### src/hdl/dmm_pkg.sv
package dmm_pkg;

  //////////////////////////////////////////////////////////////////////
  // field widths

  localparam int REG_DATA_W  = 24;                     // register payload
  localparam int ADDR_W      = 8;                      // address byte
  localparam int FRAME_W     = ADDR_W + REG_DATA_W;    // one spi frame, 32
  localparam int MODE_W      = 3;                      // low bits of REG_CR
  localparam int SEQ_N_W     = 3;                      // sequence length field
  localparam int SEQ_ENTRY_W = 6;                      // {pc_sw[1:0], azmux[3:0]}
  localparam int SEQ_IDX_W   = 2;                      // sample index
  localparam int NUM_ENTRIES = 4;                      // seq0 .. seq3

  // low byte of the status word, lets the host check the link
  localparam logic [7:0] STATUS_MAGIC = 8'b1010_1010;

  //////////////////////////////////////////////////////////////////////
  // encodings

  // output pin modes, anything else drives zeros
  typedef enum logic [MODE_W-1:0] {
    MODE_DIRECT   = 3'd0,   // REG_DIRECT on the pins
    MODE_SEQ_MOCK = 3'd6    // sequencer with mocked adc
  } mode_t;

  // chip-select vector on the shared bus
  typedef enum logic [2:0] {
    CS_DEASSERT   = 3'd0,
    CS_FPGA0      = 3'd1,   // this register set
    CS_4094       = 3'd2,
    CS_INVERT_DAC = 3'd3,
    CS_MDAC1      = 3'd4
  } spi_cs_t;

  typedef enum logic [ADDR_W-1:0] {
    REG_CR           = 8'd1,
    REG_DIRECT       = 8'd2,
    REG_4094_OE      = 8'd3,
    REG_STATUS       = 8'd4,    // read only
    REG_SA_PRECHARGE = 8'd5,
    REG_SA_SEQ_N     = 8'd6,
    REG_SA_SEQ0      = 8'd7,
    REG_SA_SEQ1      = 8'd8,
    REG_SA_SEQ2      = 8'd9,
    REG_SA_SEQ3      = 8'd10,
    REG_ADC_APERTURE = 8'd11
  } reg_addr_t;

  typedef enum logic [1:0] {
    IDLE      = 2'd0,
    PRECHARGE = 2'd1,
    MEASURE   = 2'd2
  } sa_state_t;

endpackage

### src/hdl/spi_register_set.sv
`timescale 1ns/1ps

module spi_register_set #(
  parameter int COUNT_W = 24
) (
  input  logic                                 CLK,
  input  logic                                 rst_n_i,
  input  logic                                 spi_sel_i,          // decoded, active hi
  input  logic                                 spi_sck_i,
  input  logic                                 spi_sdi_i,
  input  logic [3:0]                           hw_flags_i,
  input  logic [dmm_pkg::SEQ_IDX_W-1:0]        sample_idx_last_i,
  input  logic                                 first_last_i,
  output logic                                 spi_sdo_o,
  output logic [dmm_pkg::MODE_W-1:0]           reg_cr_o,
  output logic [dmm_pkg::REG_DATA_W-1:0]       reg_direct_o,
  output logic                                 reg_4094_oe_o,
  output logic [COUNT_W-1:0]                   precharge_o,
  output logic [dmm_pkg::SEQ_N_W-1:0]          seq_n_o,
  output logic [dmm_pkg::NUM_ENTRIES-1:0][dmm_pkg::SEQ_ENTRY_W-1:0] seq_entries_o,
  output logic [COUNT_W-1:0]                   aperture_o
);
  import dmm_pkg::*;

  localparam int CNT_W = $clog2(FRAME_W) + 1;   // must hold 32 and beyond

  logic [2:0]            sck_q;        // two sync flops plus edge history
  logic [2:0]            sel_q;
  logic [1:0]            sdi_q;        // aligned with sck_q[1]
  logic                  sck_rise;
  logic                  sck_fall;
  logic                  sel_rise;
  logic                  sel_fall;
  logic [FRAME_W-1:0]    shift_q;
  logic [CNT_W-1:0]      bit_cnt_q;
  logic                  sdo_q;
  logic [ADDR_W-1:0]     addr_next;
  logic [REG_DATA_W-1:0] rd_data;
  logic [REG_DATA_W-1:0] status_word;
  logic [ADDR_W-1:0]     wr_addr;
  logic [REG_DATA_W-1:0] wr_data;
  logic                  commit;

  //////////////////////////////////////////////////////////////////////
  // line synchronizers, everything runs on CLK

  always_ff @(posedge CLK) begin
    if (!rst_n_i) begin
      sck_q <= '0;
      sel_q <= '0;
      sdi_q <= '0;
    end else begin
      sck_q <= {sck_q[1:0], spi_sck_i};
      sel_q <= {sel_q[1:0], spi_sel_i};
      sdi_q <= {sdi_q[0], spi_sdi_i};
    end
  end

  assign sck_rise = sck_q[1] & ~sck_q[2];
  assign sck_fall = ~sck_q[1] & sck_q[2];
  assign sel_rise = sel_q[1] & ~sel_q[2];   // frame start
  assign sel_fall = ~sel_q[1] & sel_q[2];   // frame end

  //////////////////////////////////////////////////////////////////////
  // frame shifter
  // address shifts in first; on its last bit the read value is loaded
  // above it, so data shifts in at the bottom while the read value
  // leaves at the top. after 32 bits the frame is {addr, data} again

  assign addr_next = {shift_q[ADDR_W-2:0], sdi_q[1]};   // address incl. current bit

  always_ff @(posedge CLK) begin
    if (!rst_n_i) begin
      shift_q   <= '0;
      bit_cnt_q <= '0;
      sdo_q     <= 1'b0;
    end else if (sel_rise) begin
      shift_q   <= '0;                                   // sdo low during address
      bit_cnt_q <= '0;
    end else if (sel_q[1] && sck_rise) begin
      if (bit_cnt_q == CNT_W'(ADDR_W - 1)) begin
        shift_q <= {rd_data, addr_next};                 // load read value
      end else begin
        shift_q <= {shift_q[FRAME_W-2:0], sdi_q[1]};
      end
      if (bit_cnt_q != '1) bit_cnt_q <= bit_cnt_q + 1'b1; // saturate, flags overlong frames
    end else if (sel_q[1] && sck_fall) begin
      sdo_q <= shift_q[FRAME_W-1];                       // mode 0, change on falling
    end
  end

  assign spi_sdo_o = sdo_q;

  //////////////////////////////////////////////////////////////////////
  // read side

  // 6 pad + 3 seq_n + 1 + 2 idx + 4 flags + 8 magic
  assign status_word = {{(REG_DATA_W - 18){1'b0}}, seq_n_o, first_last_i,
                        sample_idx_last_i, hw_flags_i, STATUS_MAGIC};

  always_comb begin
    case (reg_addr_t'(addr_next))
      REG_CR:           rd_data = REG_DATA_W'(reg_cr_o);
      REG_DIRECT:       rd_data = reg_direct_o;
      REG_4094_OE:      rd_data = REG_DATA_W'(reg_4094_oe_o);
      REG_STATUS:       rd_data = status_word;
      REG_SA_PRECHARGE: rd_data = REG_DATA_W'(precharge_o);
      REG_SA_SEQ_N:     rd_data = REG_DATA_W'(seq_n_o);
      REG_SA_SEQ0:      rd_data = REG_DATA_W'(seq_entries_o[0]);
      REG_SA_SEQ1:      rd_data = REG_DATA_W'(seq_entries_o[1]);
      REG_SA_SEQ2:      rd_data = REG_DATA_W'(seq_entries_o[2]);
      REG_SA_SEQ3:      rd_data = REG_DATA_W'(seq_entries_o[3]);
      REG_ADC_APERTURE: rd_data = REG_DATA_W'(aperture_o);
      default:          rd_data = '0;                    // unknown reads zero
    endcase
  end

  //////////////////////////////////////////////////////////////////////
  // write commit at frame end, only on exactly 32 bits

  assign wr_addr = shift_q[FRAME_W-1 -: ADDR_W];
  assign wr_data = shift_q[REG_DATA_W-1:0];
  assign commit  = sel_fall && (bit_cnt_q == CNT_W'(FRAME_W));

  always_ff @(posedge CLK) begin
    if (!rst_n_i) begin
      reg_cr_o      <= '0;
      reg_direct_o  <= '0;
      reg_4094_oe_o <= 1'b0;     // 4094 outputs start disabled
      precharge_o   <= '0;
      seq_n_o       <= '0;
      seq_entries_o <= '0;
      aperture_o    <= '0;
    end else if (commit) begin
      case (reg_addr_t'(wr_addr))
        REG_CR:           reg_cr_o         <= wr_data[MODE_W-1:0];
        REG_DIRECT:       reg_direct_o     <= wr_data;
        REG_4094_OE:      reg_4094_oe_o    <= wr_data[0];
        REG_SA_PRECHARGE: precharge_o      <= COUNT_W'(wr_data);
        REG_SA_SEQ_N:     seq_n_o          <= wr_data[SEQ_N_W-1:0];
        REG_SA_SEQ0:      seq_entries_o[0] <= wr_data[SEQ_ENTRY_W-1:0];
        REG_SA_SEQ1:      seq_entries_o[1] <= wr_data[SEQ_ENTRY_W-1:0];
        REG_SA_SEQ2:      seq_entries_o[2] <= wr_data[SEQ_ENTRY_W-1:0];
        REG_SA_SEQ3:      seq_entries_o[3] <= wr_data[SEQ_ENTRY_W-1:0];
        REG_ADC_APERTURE: aperture_o       <= COUNT_W'(wr_data);
        default: ;                                       // status and unknown ignored
      endcase
    end
  end

endmodule

### src/hdl/sequence_acquisition.sv
`timescale 1ns/1ps

module sequence_acquisition #(
  parameter int COUNT_W = 24
) (
  input  logic                                 CLK,
  input  logic                                 rst_n_i,
  input  logic                                 sa_trig_i,       // async, level
  input  logic                                 measure_valid_i, // end of aperture
  input  logic [COUNT_W-1:0]                   precharge_i,
  input  logic [dmm_pkg::SEQ_N_W-1:0]          seq_n_i,
  input  logic [dmm_pkg::NUM_ENTRIES-1:0][dmm_pkg::SEQ_ENTRY_W-1:0] seq_entries_i,
  output logic [3:0]                           azmux_o,
  output logic [1:0]                           pc_sw_o,
  output logic                                 adc_reset_n_o,
  output logic [dmm_pkg::SEQ_IDX_W-1:0]        sample_idx_o,
  output logic [dmm_pkg::SEQ_IDX_W-1:0]        sample_idx_last_o,
  output logic                                 first_last_o
);
  import dmm_pkg::*;

  logic [1:0]             trig_q;       // trigger synchronizer
  sa_state_t              state_q;
  logic [COUNT_W-1:0]     pc_cnt_q;     // cycles spent in precharge
  logic [SEQ_IDX_W-1:0]   idx_q;
  logic [SEQ_N_W-1:0]     seq_n_eff;
  logic                   idx_wrap;
  logic                   pc_done;
  logic [SEQ_ENTRY_W-1:0] entry;
  logic                   sample_done;

  always_ff @(posedge CLK) begin
    if (!rst_n_i) begin
      trig_q <= '0;
    end else begin
      trig_q <= {trig_q[0], sa_trig_i};
    end
  end

  //////////////////////////////////////////////////////////////////////
  // sequence bookkeeping

  assign seq_n_eff   = (seq_n_i == '0) ? SEQ_N_W'(1) : seq_n_i;         // 0 runs as 1
  assign idx_wrap    = (SEQ_N_W'(idx_q) + SEQ_N_W'(1)) >= seq_n_eff;    // above 4 wraps at 4
  assign pc_done     = (pc_cnt_q + COUNT_W'(1)) >= precharge_i;         // 0 runs as 1 cycle
  assign entry       = seq_entries_i[idx_q];
  assign sample_done = (state_q == MEASURE) && measure_valid_i;

  //////////////////////////////////////////////////////////////////////
  // fsm, held idle while the trigger is low

  always_ff @(posedge CLK) begin
    if (!rst_n_i || !trig_q[1]) begin
      state_q  <= IDLE;
      pc_cnt_q <= '0;
      idx_q    <= '0;
    end else begin
      case (state_q)
        IDLE: begin
          state_q  <= PRECHARGE;
          pc_cnt_q <= '0;
        end
        PRECHARGE: begin
          if (pc_done) begin
            state_q <= MEASURE;                  // release adc reset
          end else begin
            pc_cnt_q <= pc_cnt_q + 1'b1;
          end
        end
        MEASURE: begin
          if (measure_valid_i) begin
            state_q  <= PRECHARGE;               // next sample, adc back in reset
            pc_cnt_q <= '0;
            idx_q    <= idx_wrap ? '0 : idx_q + 1'b1;
          end
        end
        default: state_q <= IDLE;
      endcase
    end
  end

  // last completed sample, kept across trigger low for the host
  always_ff @(posedge CLK) begin
    if (!rst_n_i) begin
      sample_idx_last_o <= '0;
      first_last_o      <= 1'b0;
    end else if (sample_done) begin
      sample_idx_last_o <= idx_q;
      first_last_o      <= (idx_q == '0);
    end
  end

  //////////////////////////////////////////////////////////////////////
  // outputs, decoded from registered state

  assign azmux_o       = (state_q != IDLE) ? entry[3:0] : 4'b0;   // entry low nibble
  assign pc_sw_o       = (state_q != IDLE) ? entry[5:4] : 2'b0;   // entry top bits
  assign adc_reset_n_o = (state_q == MEASURE);                     // aperture runs here
  assign sample_idx_o  = idx_q;

endmodule

### src/hdl/adc_mock.sv
`timescale 1ns/1ps

// stands in for the modulating adc, just times the aperture
module adc_mock #(
  parameter int COUNT_W = 24
) (
  input  logic               CLK,
  input  logic               adc_reset_n_i,   // from the sequencer, sync active lo
  input  logic [COUNT_W-1:0] aperture_i,      // clk cycles per sample
  output logic               measure_valid_o
);

  logic [COUNT_W-1:0] cnt_q;     // cycles since reset release
  logic               done_q;    // sample finished, wait for next reset
  logic               hit;

  // 0 treated as 1
  assign hit = (cnt_q + COUNT_W'(1)) >= aperture_i;

  always_ff @(posedge CLK) begin
    if (!adc_reset_n_i) begin
      cnt_q           <= '0;
      done_q          <= 1'b0;
      measure_valid_o <= 1'b0;
    end else begin
      measure_valid_o <= 1'b0;               // single cycle pulse
      if (!done_q) begin
        cnt_q <= cnt_q + 1'b1;
        if (hit) begin
          measure_valid_o <= 1'b1;           // aperture cycles after release
          done_q          <= 1'b1;
        end
      end
    end
  end

endmodule

### src/hdl/dmm_top.sv
`timescale 1ns/1ps

module dmm_top #(
  parameter int COUNT_W = 24       // precharge and aperture counters
) (
  input  logic             CLK,
  input  logic             rst_n_i,
  input  logic             spi_sck_i,
  input  logic             spi_sdi_i,
  input  dmm_pkg::spi_cs_t spi_cs_vec_i,
  input  logic             spi_glb_miso_i,
  input  logic [3:0]       hw_flags_i,
  input  logic             sa_trig_i,
  output logic             spi_sdo_o,
  output logic             spi_glb_clk_o,
  output logic             spi_glb_mosi_o,
  output logic             spi_4094_strobe_o,
  output logic             spi_4094_oe_o,
  output logic             spi_iso_cs_o,
  output logic             spi_invert_dac_data_o,
  output logic             spi_invert_dac_clk_o,
  output logic             spi_invert_dac_ss_o,
  output logic [3:0]       leds_o,
  output logic [7:0]       monitor_o,
  output logic [1:0]       pc_sw_o,
  output logic [3:0]       azmux_o,
  output logic [1:0]       adc_refmux_o,
  output logic             spi_interrupt_o
);
  import dmm_pkg::*;

  logic                                     fpga_sel;
  logic                                     regs_sdo;
  logic [MODE_W-1:0]                        reg_cr;
  logic [REG_DATA_W-1:0]                    reg_direct;
  logic [COUNT_W-1:0]                       precharge;
  logic [SEQ_N_W-1:0]                       seq_n;
  logic [NUM_ENTRIES-1:0][SEQ_ENTRY_W-1:0]  seq_entries;
  logic [COUNT_W-1:0]                       aperture;
  logic [3:0]                               sa_azmux;
  logic [1:0]                               sa_pc_sw;
  logic                                     adc_reset_n;
  logic                                     measure_valid;
  logic [SEQ_IDX_W-1:0]                     sa_idx;
  logic [SEQ_IDX_W-1:0]                     sa_idx_last;
  logic                                     sa_first_last;

  //////////////////////////////////////////////////////////////////////
  // spi cs decode and bus pass-through

  assign fpga_sel = (spi_cs_vec_i == CS_FPGA0);

  assign spi_glb_clk_o  = fpga_sel ? 1'b1 : spi_sck_i;   // park hi while we own the bus
  assign spi_glb_mosi_o = fpga_sel ? 1'b1 : spi_sdi_i;
  assign spi_invert_dac_data_o = spi_glb_mosi_o;
  assign spi_invert_dac_clk_o  = spi_glb_clk_o;

  assign spi_4094_strobe_o   = (spi_cs_vec_i == CS_4094);         // active hi
  assign spi_invert_dac_ss_o = (spi_cs_vec_i != CS_INVERT_DAC);   // active lo
  assign spi_iso_cs_o        = (spi_cs_vec_i != CS_MDAC1);        // active lo
  assign spi_sdo_o           = fpga_sel ? regs_sdo : spi_glb_miso_i;  // devices read back

  spi_register_set #(.COUNT_W(COUNT_W)) u_spi_register_set (
    .CLK              (CLK),
    .rst_n_i          (rst_n_i),
    .spi_sel_i        (fpga_sel),
    .spi_sck_i        (spi_sck_i),
    .spi_sdi_i        (spi_sdi_i),
    .hw_flags_i       (hw_flags_i),
    .sample_idx_last_i(sa_idx_last),
    .first_last_i     (sa_first_last),
    .spi_sdo_o        (regs_sdo),
    .reg_cr_o         (reg_cr),
    .reg_direct_o     (reg_direct),
    .reg_4094_oe_o    (spi_4094_oe_o),
    .precharge_o      (precharge),
    .seq_n_o          (seq_n),
    .seq_entries_o    (seq_entries),
    .aperture_o       (aperture)
  );

  sequence_acquisition #(.COUNT_W(COUNT_W)) u_sequence_acquisition (
    .CLK              (CLK),
    .rst_n_i          (rst_n_i),
    .sa_trig_i        (sa_trig_i),
    .measure_valid_i  (measure_valid),
    .precharge_i      (precharge),
    .seq_n_i          (seq_n),
    .seq_entries_i    (seq_entries),
    .azmux_o          (sa_azmux),
    .pc_sw_o          (sa_pc_sw),
    .adc_reset_n_o    (adc_reset_n),
    .sample_idx_o     (sa_idx),
    .sample_idx_last_o(sa_idx_last),
    .first_last_o     (sa_first_last)
  );

  adc_mock #(.COUNT_W(COUNT_W)) u_adc_mock (
    .CLK            (CLK),
    .adc_reset_n_i  (adc_reset_n),
    .aperture_i     (aperture),
    .measure_valid_o(measure_valid)
  );

  //////////////////////////////////////////////////////////////////////
  // mode output mux

  always_comb begin
    leds_o          = '0;     // unused modes drive zeros
    monitor_o       = '0;
    pc_sw_o         = '0;
    azmux_o         = '0;
    adc_refmux_o    = '0;
    spi_interrupt_o = 1'b0;
    case (mode_t'(reg_cr))
      MODE_DIRECT: begin
        leds_o          = reg_direct[3:0];
        monitor_o       = reg_direct[11:4];
        pc_sw_o         = reg_direct[13:12];
        azmux_o         = reg_direct[17:14];
        adc_refmux_o    = reg_direct[19:18];
        spi_interrupt_o = reg_direct[20];
      end
      MODE_SEQ_MOCK: begin
        leds_o    = 4'b0001 << sa_idx;                          // one-hot index
        monitor_o = {4'b0, sa_idx, adc_reset_n, measure_valid};  // scope view
        azmux_o   = sa_azmux;
        pc_sw_o   = sa_pc_sw;
      end
      default: ;
    endcase
  end

endmodule

### config.mk
export PLATFORM = sky130hd
export DESIGN_NAME = dmm_top
export DESIGN_NICKNAME = d
export VERILOG_FILES = /design/src/hdl/dmm_pkg.sv /design/src/hdl/spi_register_set.sv /design/src/hdl/sequence_acquisition.sv /design/src/hdl/adc_mock.sv /design/src/hdl/dmm_top.sv
export SDC_FILE = /design/constraint.sdc
export NUM_CORES = 1
export LEC_CHECK = 0
export BUFFER_PORTS_ARGS = -buffer_cell sky130_fd_sc_hd__buf_2
export CORE_ASPECT_RATIO = 1.25
export CORE_MARGIN = 4
export CORE_UTILIZATION = 63
export DETAILED_ROUTE_END_ITERATION = 8
export PLACE_DENSITY = 0.81
export REMOVE_ABC_BUFFERS = 1
export SLEW_MARGIN = 20
export SYNTH_ARGS = -nofsm -noshare
export SYNTH_HDL_FRONTEND = slang
export SYNTH_SLANG_ARGS = --single-unit
### constraint.sdc
create_clock -name CLK -period 5.5 [get_ports CLK]
set_clock_uncertainty 0.05 [all_clocks]
set_input_delay 0.825 -clock CLK [delete_from_list [all_inputs] [get_ports CLK]]
set_output_delay 0.825 -clock CLK [all_outputs]
set_load 0.01 [all_outputs]
==> reports/metrics.yaml <==
run_status:
  outcome: "finished clean"
floorplanning:
  die_h_um: 160
  die-width_um: 129
  dieArea_um2: 20600
  io_pins: 43
  std_cell_rows: 55
  start_util: 0.639
  core_um2: 18100
drt:
  route.detailed.drc: 0
  wl_per_cell_um: 18.7
  vias_per_cell: 6.22
  routed_wirelength_mm: 30.6
  drt_iter0_markers: 958
  dr.pass1.iters: 7
  vias: 10200
  ant_nets: 0
clock_network:
  cts-root-buf: "clkbuf_16"
  clock_path_buffers: 3
  htreeDepth: 1
  cts_num_sinks: 209
  cts_buffers: 23
  ctsHoldBuffers: 0
  cts_tree: "done"
  cts_resized: 0
  clk_pin_slew_ns: 0.06
  worstSkewPairLatency_ns: 0.52
  post_cts_buffers: 0
timing:
  worst_pin_slew_ns: 1.14
  post-route-period-util: 0.817
  period_needed_ns: 4.50
  whs_ns: 0.381
  worst_slack_ns: 1.00
  rsz0062_at_grt: "no"
  hold_viol_final: 0
  max_freq_mhz: 222
  setup_viol: 0
  slew_headroom: 0.239
  setup_tns_ns: 0
  slew_viol_final: 0
finish:
  finalNetCount: 1468
  fin_util: 0.691
  area_delta_synth_final_pct: 8.10
  diodes: 0
  layout_commonest_cell: "nand2_1"
  drive_gt1_frac: 0.0886
  mostFrequentLayoutCells: "nand2_1 (251), dfxtp_1 (209), nor2_1 (100)"
global_route:
  grtUsageTotal: 0.296
  grt_pass1_vias: 9852
  grt_max_degree: 98
  grt-ovfl-total: 0
  grt_pass1_wl_mm: 50.5
  antenna_found_initial: 0
placement:
  dp_hpwl_mm: 21.2
  io_buffers: 42
  place_congestion: 0.962
  dp_worst_setup_slack_ns: 1.06
yosys:
  syn-cell-area_um2: 11600
  ys_seq_elements: 209
  synth_cells: 1408
  synth_edf_count: 0
  syn_avg_cell_area_um2: 8.22
  synth_cell_types: 63
  synth-warning-count: 0
  ys.flop_type: "dfxtp_1"
  seq_area_frac_synth: 0.362
  async_flop_share: 0
power_and_ir_drop:
  p_int_w: 0.00240
  seq_power_share: 0.499
  p_clk_frac: 0.482
  power_density_nw_per_um2: 243
  p_sw_frac: 0.213
  power.switching_w: 0.000649
  peakVddDrop_v: 0.000230
  pwr-share-comb: 0.019
  cellLeakagePower_nw: 4.41
setup_path:
  required_ns: 5.90
  crit_arrival_ns: 4.89
  worst-path-max-fanout: 24
  critPathKind: "reg2reg"
  cp-end-kind: "register"
  startpoint_type: "register"
min_path:
  min_path_type: "reg2reg"
run:
  maxCapViolCount: 0
==> power groups by stage <==
stage | combinational [W] | clock, W | sequential, W
after floorplan | 0.0000271 | 0 | 0.00156
after global placement | 0.0000555 | 0 | 0.00155
after detailed placement | 0.0000565 | 0 | 0.00155
after CTS | 0.0000566 | 0.00149 | 0.00152
after global routing | 0.0000607 | 0.00155 | 0.00152
final | 0.0000568 | 0.00147 | 0.00152
==> flip-flops by register name, indices dropped and copies added, names as in the netlist, 2 cells and up <==
register and cells:
u_spi_register_set.reg_cr_o 3, u_spi_register_set.seq_n_o 3, u_sequence_acquisition.sample_idx_last_o 2, u_sequence_acquisition.trig_q 2, u_spi_register_set.seq_entries_o 24, u_sequence_acquisition.sample_idx_o 2
u_adc_mock.cnt_q 24, u_spi_register_set.sel_q 3, u_spi_register_set.bit_cnt_q 6, u_spi_register_set.precharge_o 24, u_sequence_acquisition.state_q 2, u_spi_register_set.sck_q 3
u_spi_register_set.reg_direct_o 24, u_spi_register_set.shift_q 32, u_spi_register_set.aperture_o 24, u_sequence_acquisition.pc_cnt_q 24, u_spi_register_set.sdi_q 2
==> final timing paths <==
check | slack [ns] | start | cells after the start | to
hold / removal | 0.38 | u_spi_register_set.sel_q[0] | 1 | u_spi_register_set.sel_q[1]
setup / recovery | 1.00 | u_sequence_acquisition.pc_cnt_q[0] | 15 | u_sequence_acquisition.pc_cnt_q[19]
setup reg to reg | 1.00 | u_sequence_acquisition.pc_cnt_q[0] | 15 | u_sequence_acquisition.pc_cnt_q[19]
hold reg to reg | 0.38 | u_spi_register_set.sel_q[0] | 1 | u_spi_register_set.sel_q[1]
==> cell type report <==
class	count	area (um2)
Multi-Input combinational cell	1037	6750
Tap cell	228	285
Clock inverter	3	22.5
Clock buffer	37	688
Timing Repair Buffer	58	330
Sequential cell	209	4180
Fill cell	1503	5590
Inverter	67	251
==> worst max-delay path: stages, from the launching register on <==
cell      delay (ns)
dfxtp_1         0.40
ha_1            0.27
nand2_1         0.12
nor3_1          0.21
buf_4           0.17
nand2_1         0.15
or3_1           0.41
xnor2_1         0.16
ha_1            0.32
nand4_1         0.15
nor4_1          0.43
nand2_1         0.13
o211ai_1        0.18
buf_4           0.26
o21a_1          0.73
a221o_1         0.27
==> per-layer routing <==
layer / wire length, um / global-route usage
met4: 1270 / 0.123
met1: 12400 / 0.386
met2: 14500 / 0.488
met3: 2370 / 0.0419
met5: 0 / 0
==> cells in the mapped netlist (15+ instances only) <==
master,instances,area share
a211oi_1,15,0.0097
a21boi_0,63,0.041
a21boi_1,22,0.014
a21oi_1,46,0.020
a22o_1,22,0.017
a22oi_1,27,0.018
and2_1,23,0.012
clkbuf_1,74,0.024
dfxtp_1,209,0.36
ha_1,59,0.064
inv_1,67,0.022
mux2i_1,26,0.022
nand2_1,251,0.081
nand3_1,37,0.016
nand4_1,18,0.0097
nor2_1,100,0.032
nor2b_1,28,0.015
nor3_1,33,0.014
o21ai_0,47,0.020
xnor2_1,44,0.033
xor2_1,24,0.018
==> cells by family (layout without fill, tap and decap cells) <==
group	Yosys count	count (layout)	share of synthesized area
buffers and inverters	162	165	0.0563
flip-flops	209	209	0.362
adder cells (fa/ha/maj)	59	59	0.0638
AND/OR/NAND/NOR	561	561	0.230
XOR/XNOR	68	68	0.0515
AO/OA/AOI/OAI	303	303	0.185
multiplexers	46	46	0.0517
==> stage by stage <==
step	instances	cell area (um2)	power (W)
2_1_floorplan	1313	11200	0.00158
3_3_place_gp	1599	11800	0.00161
3_5_place_dp	1599	11800	0.00161
4_1_cts	1639	12500	0.00306
5_1_grt	1639	12500	0.00313
6_report	1639	12500	0.00304
(Power assumes the default switching activity.)
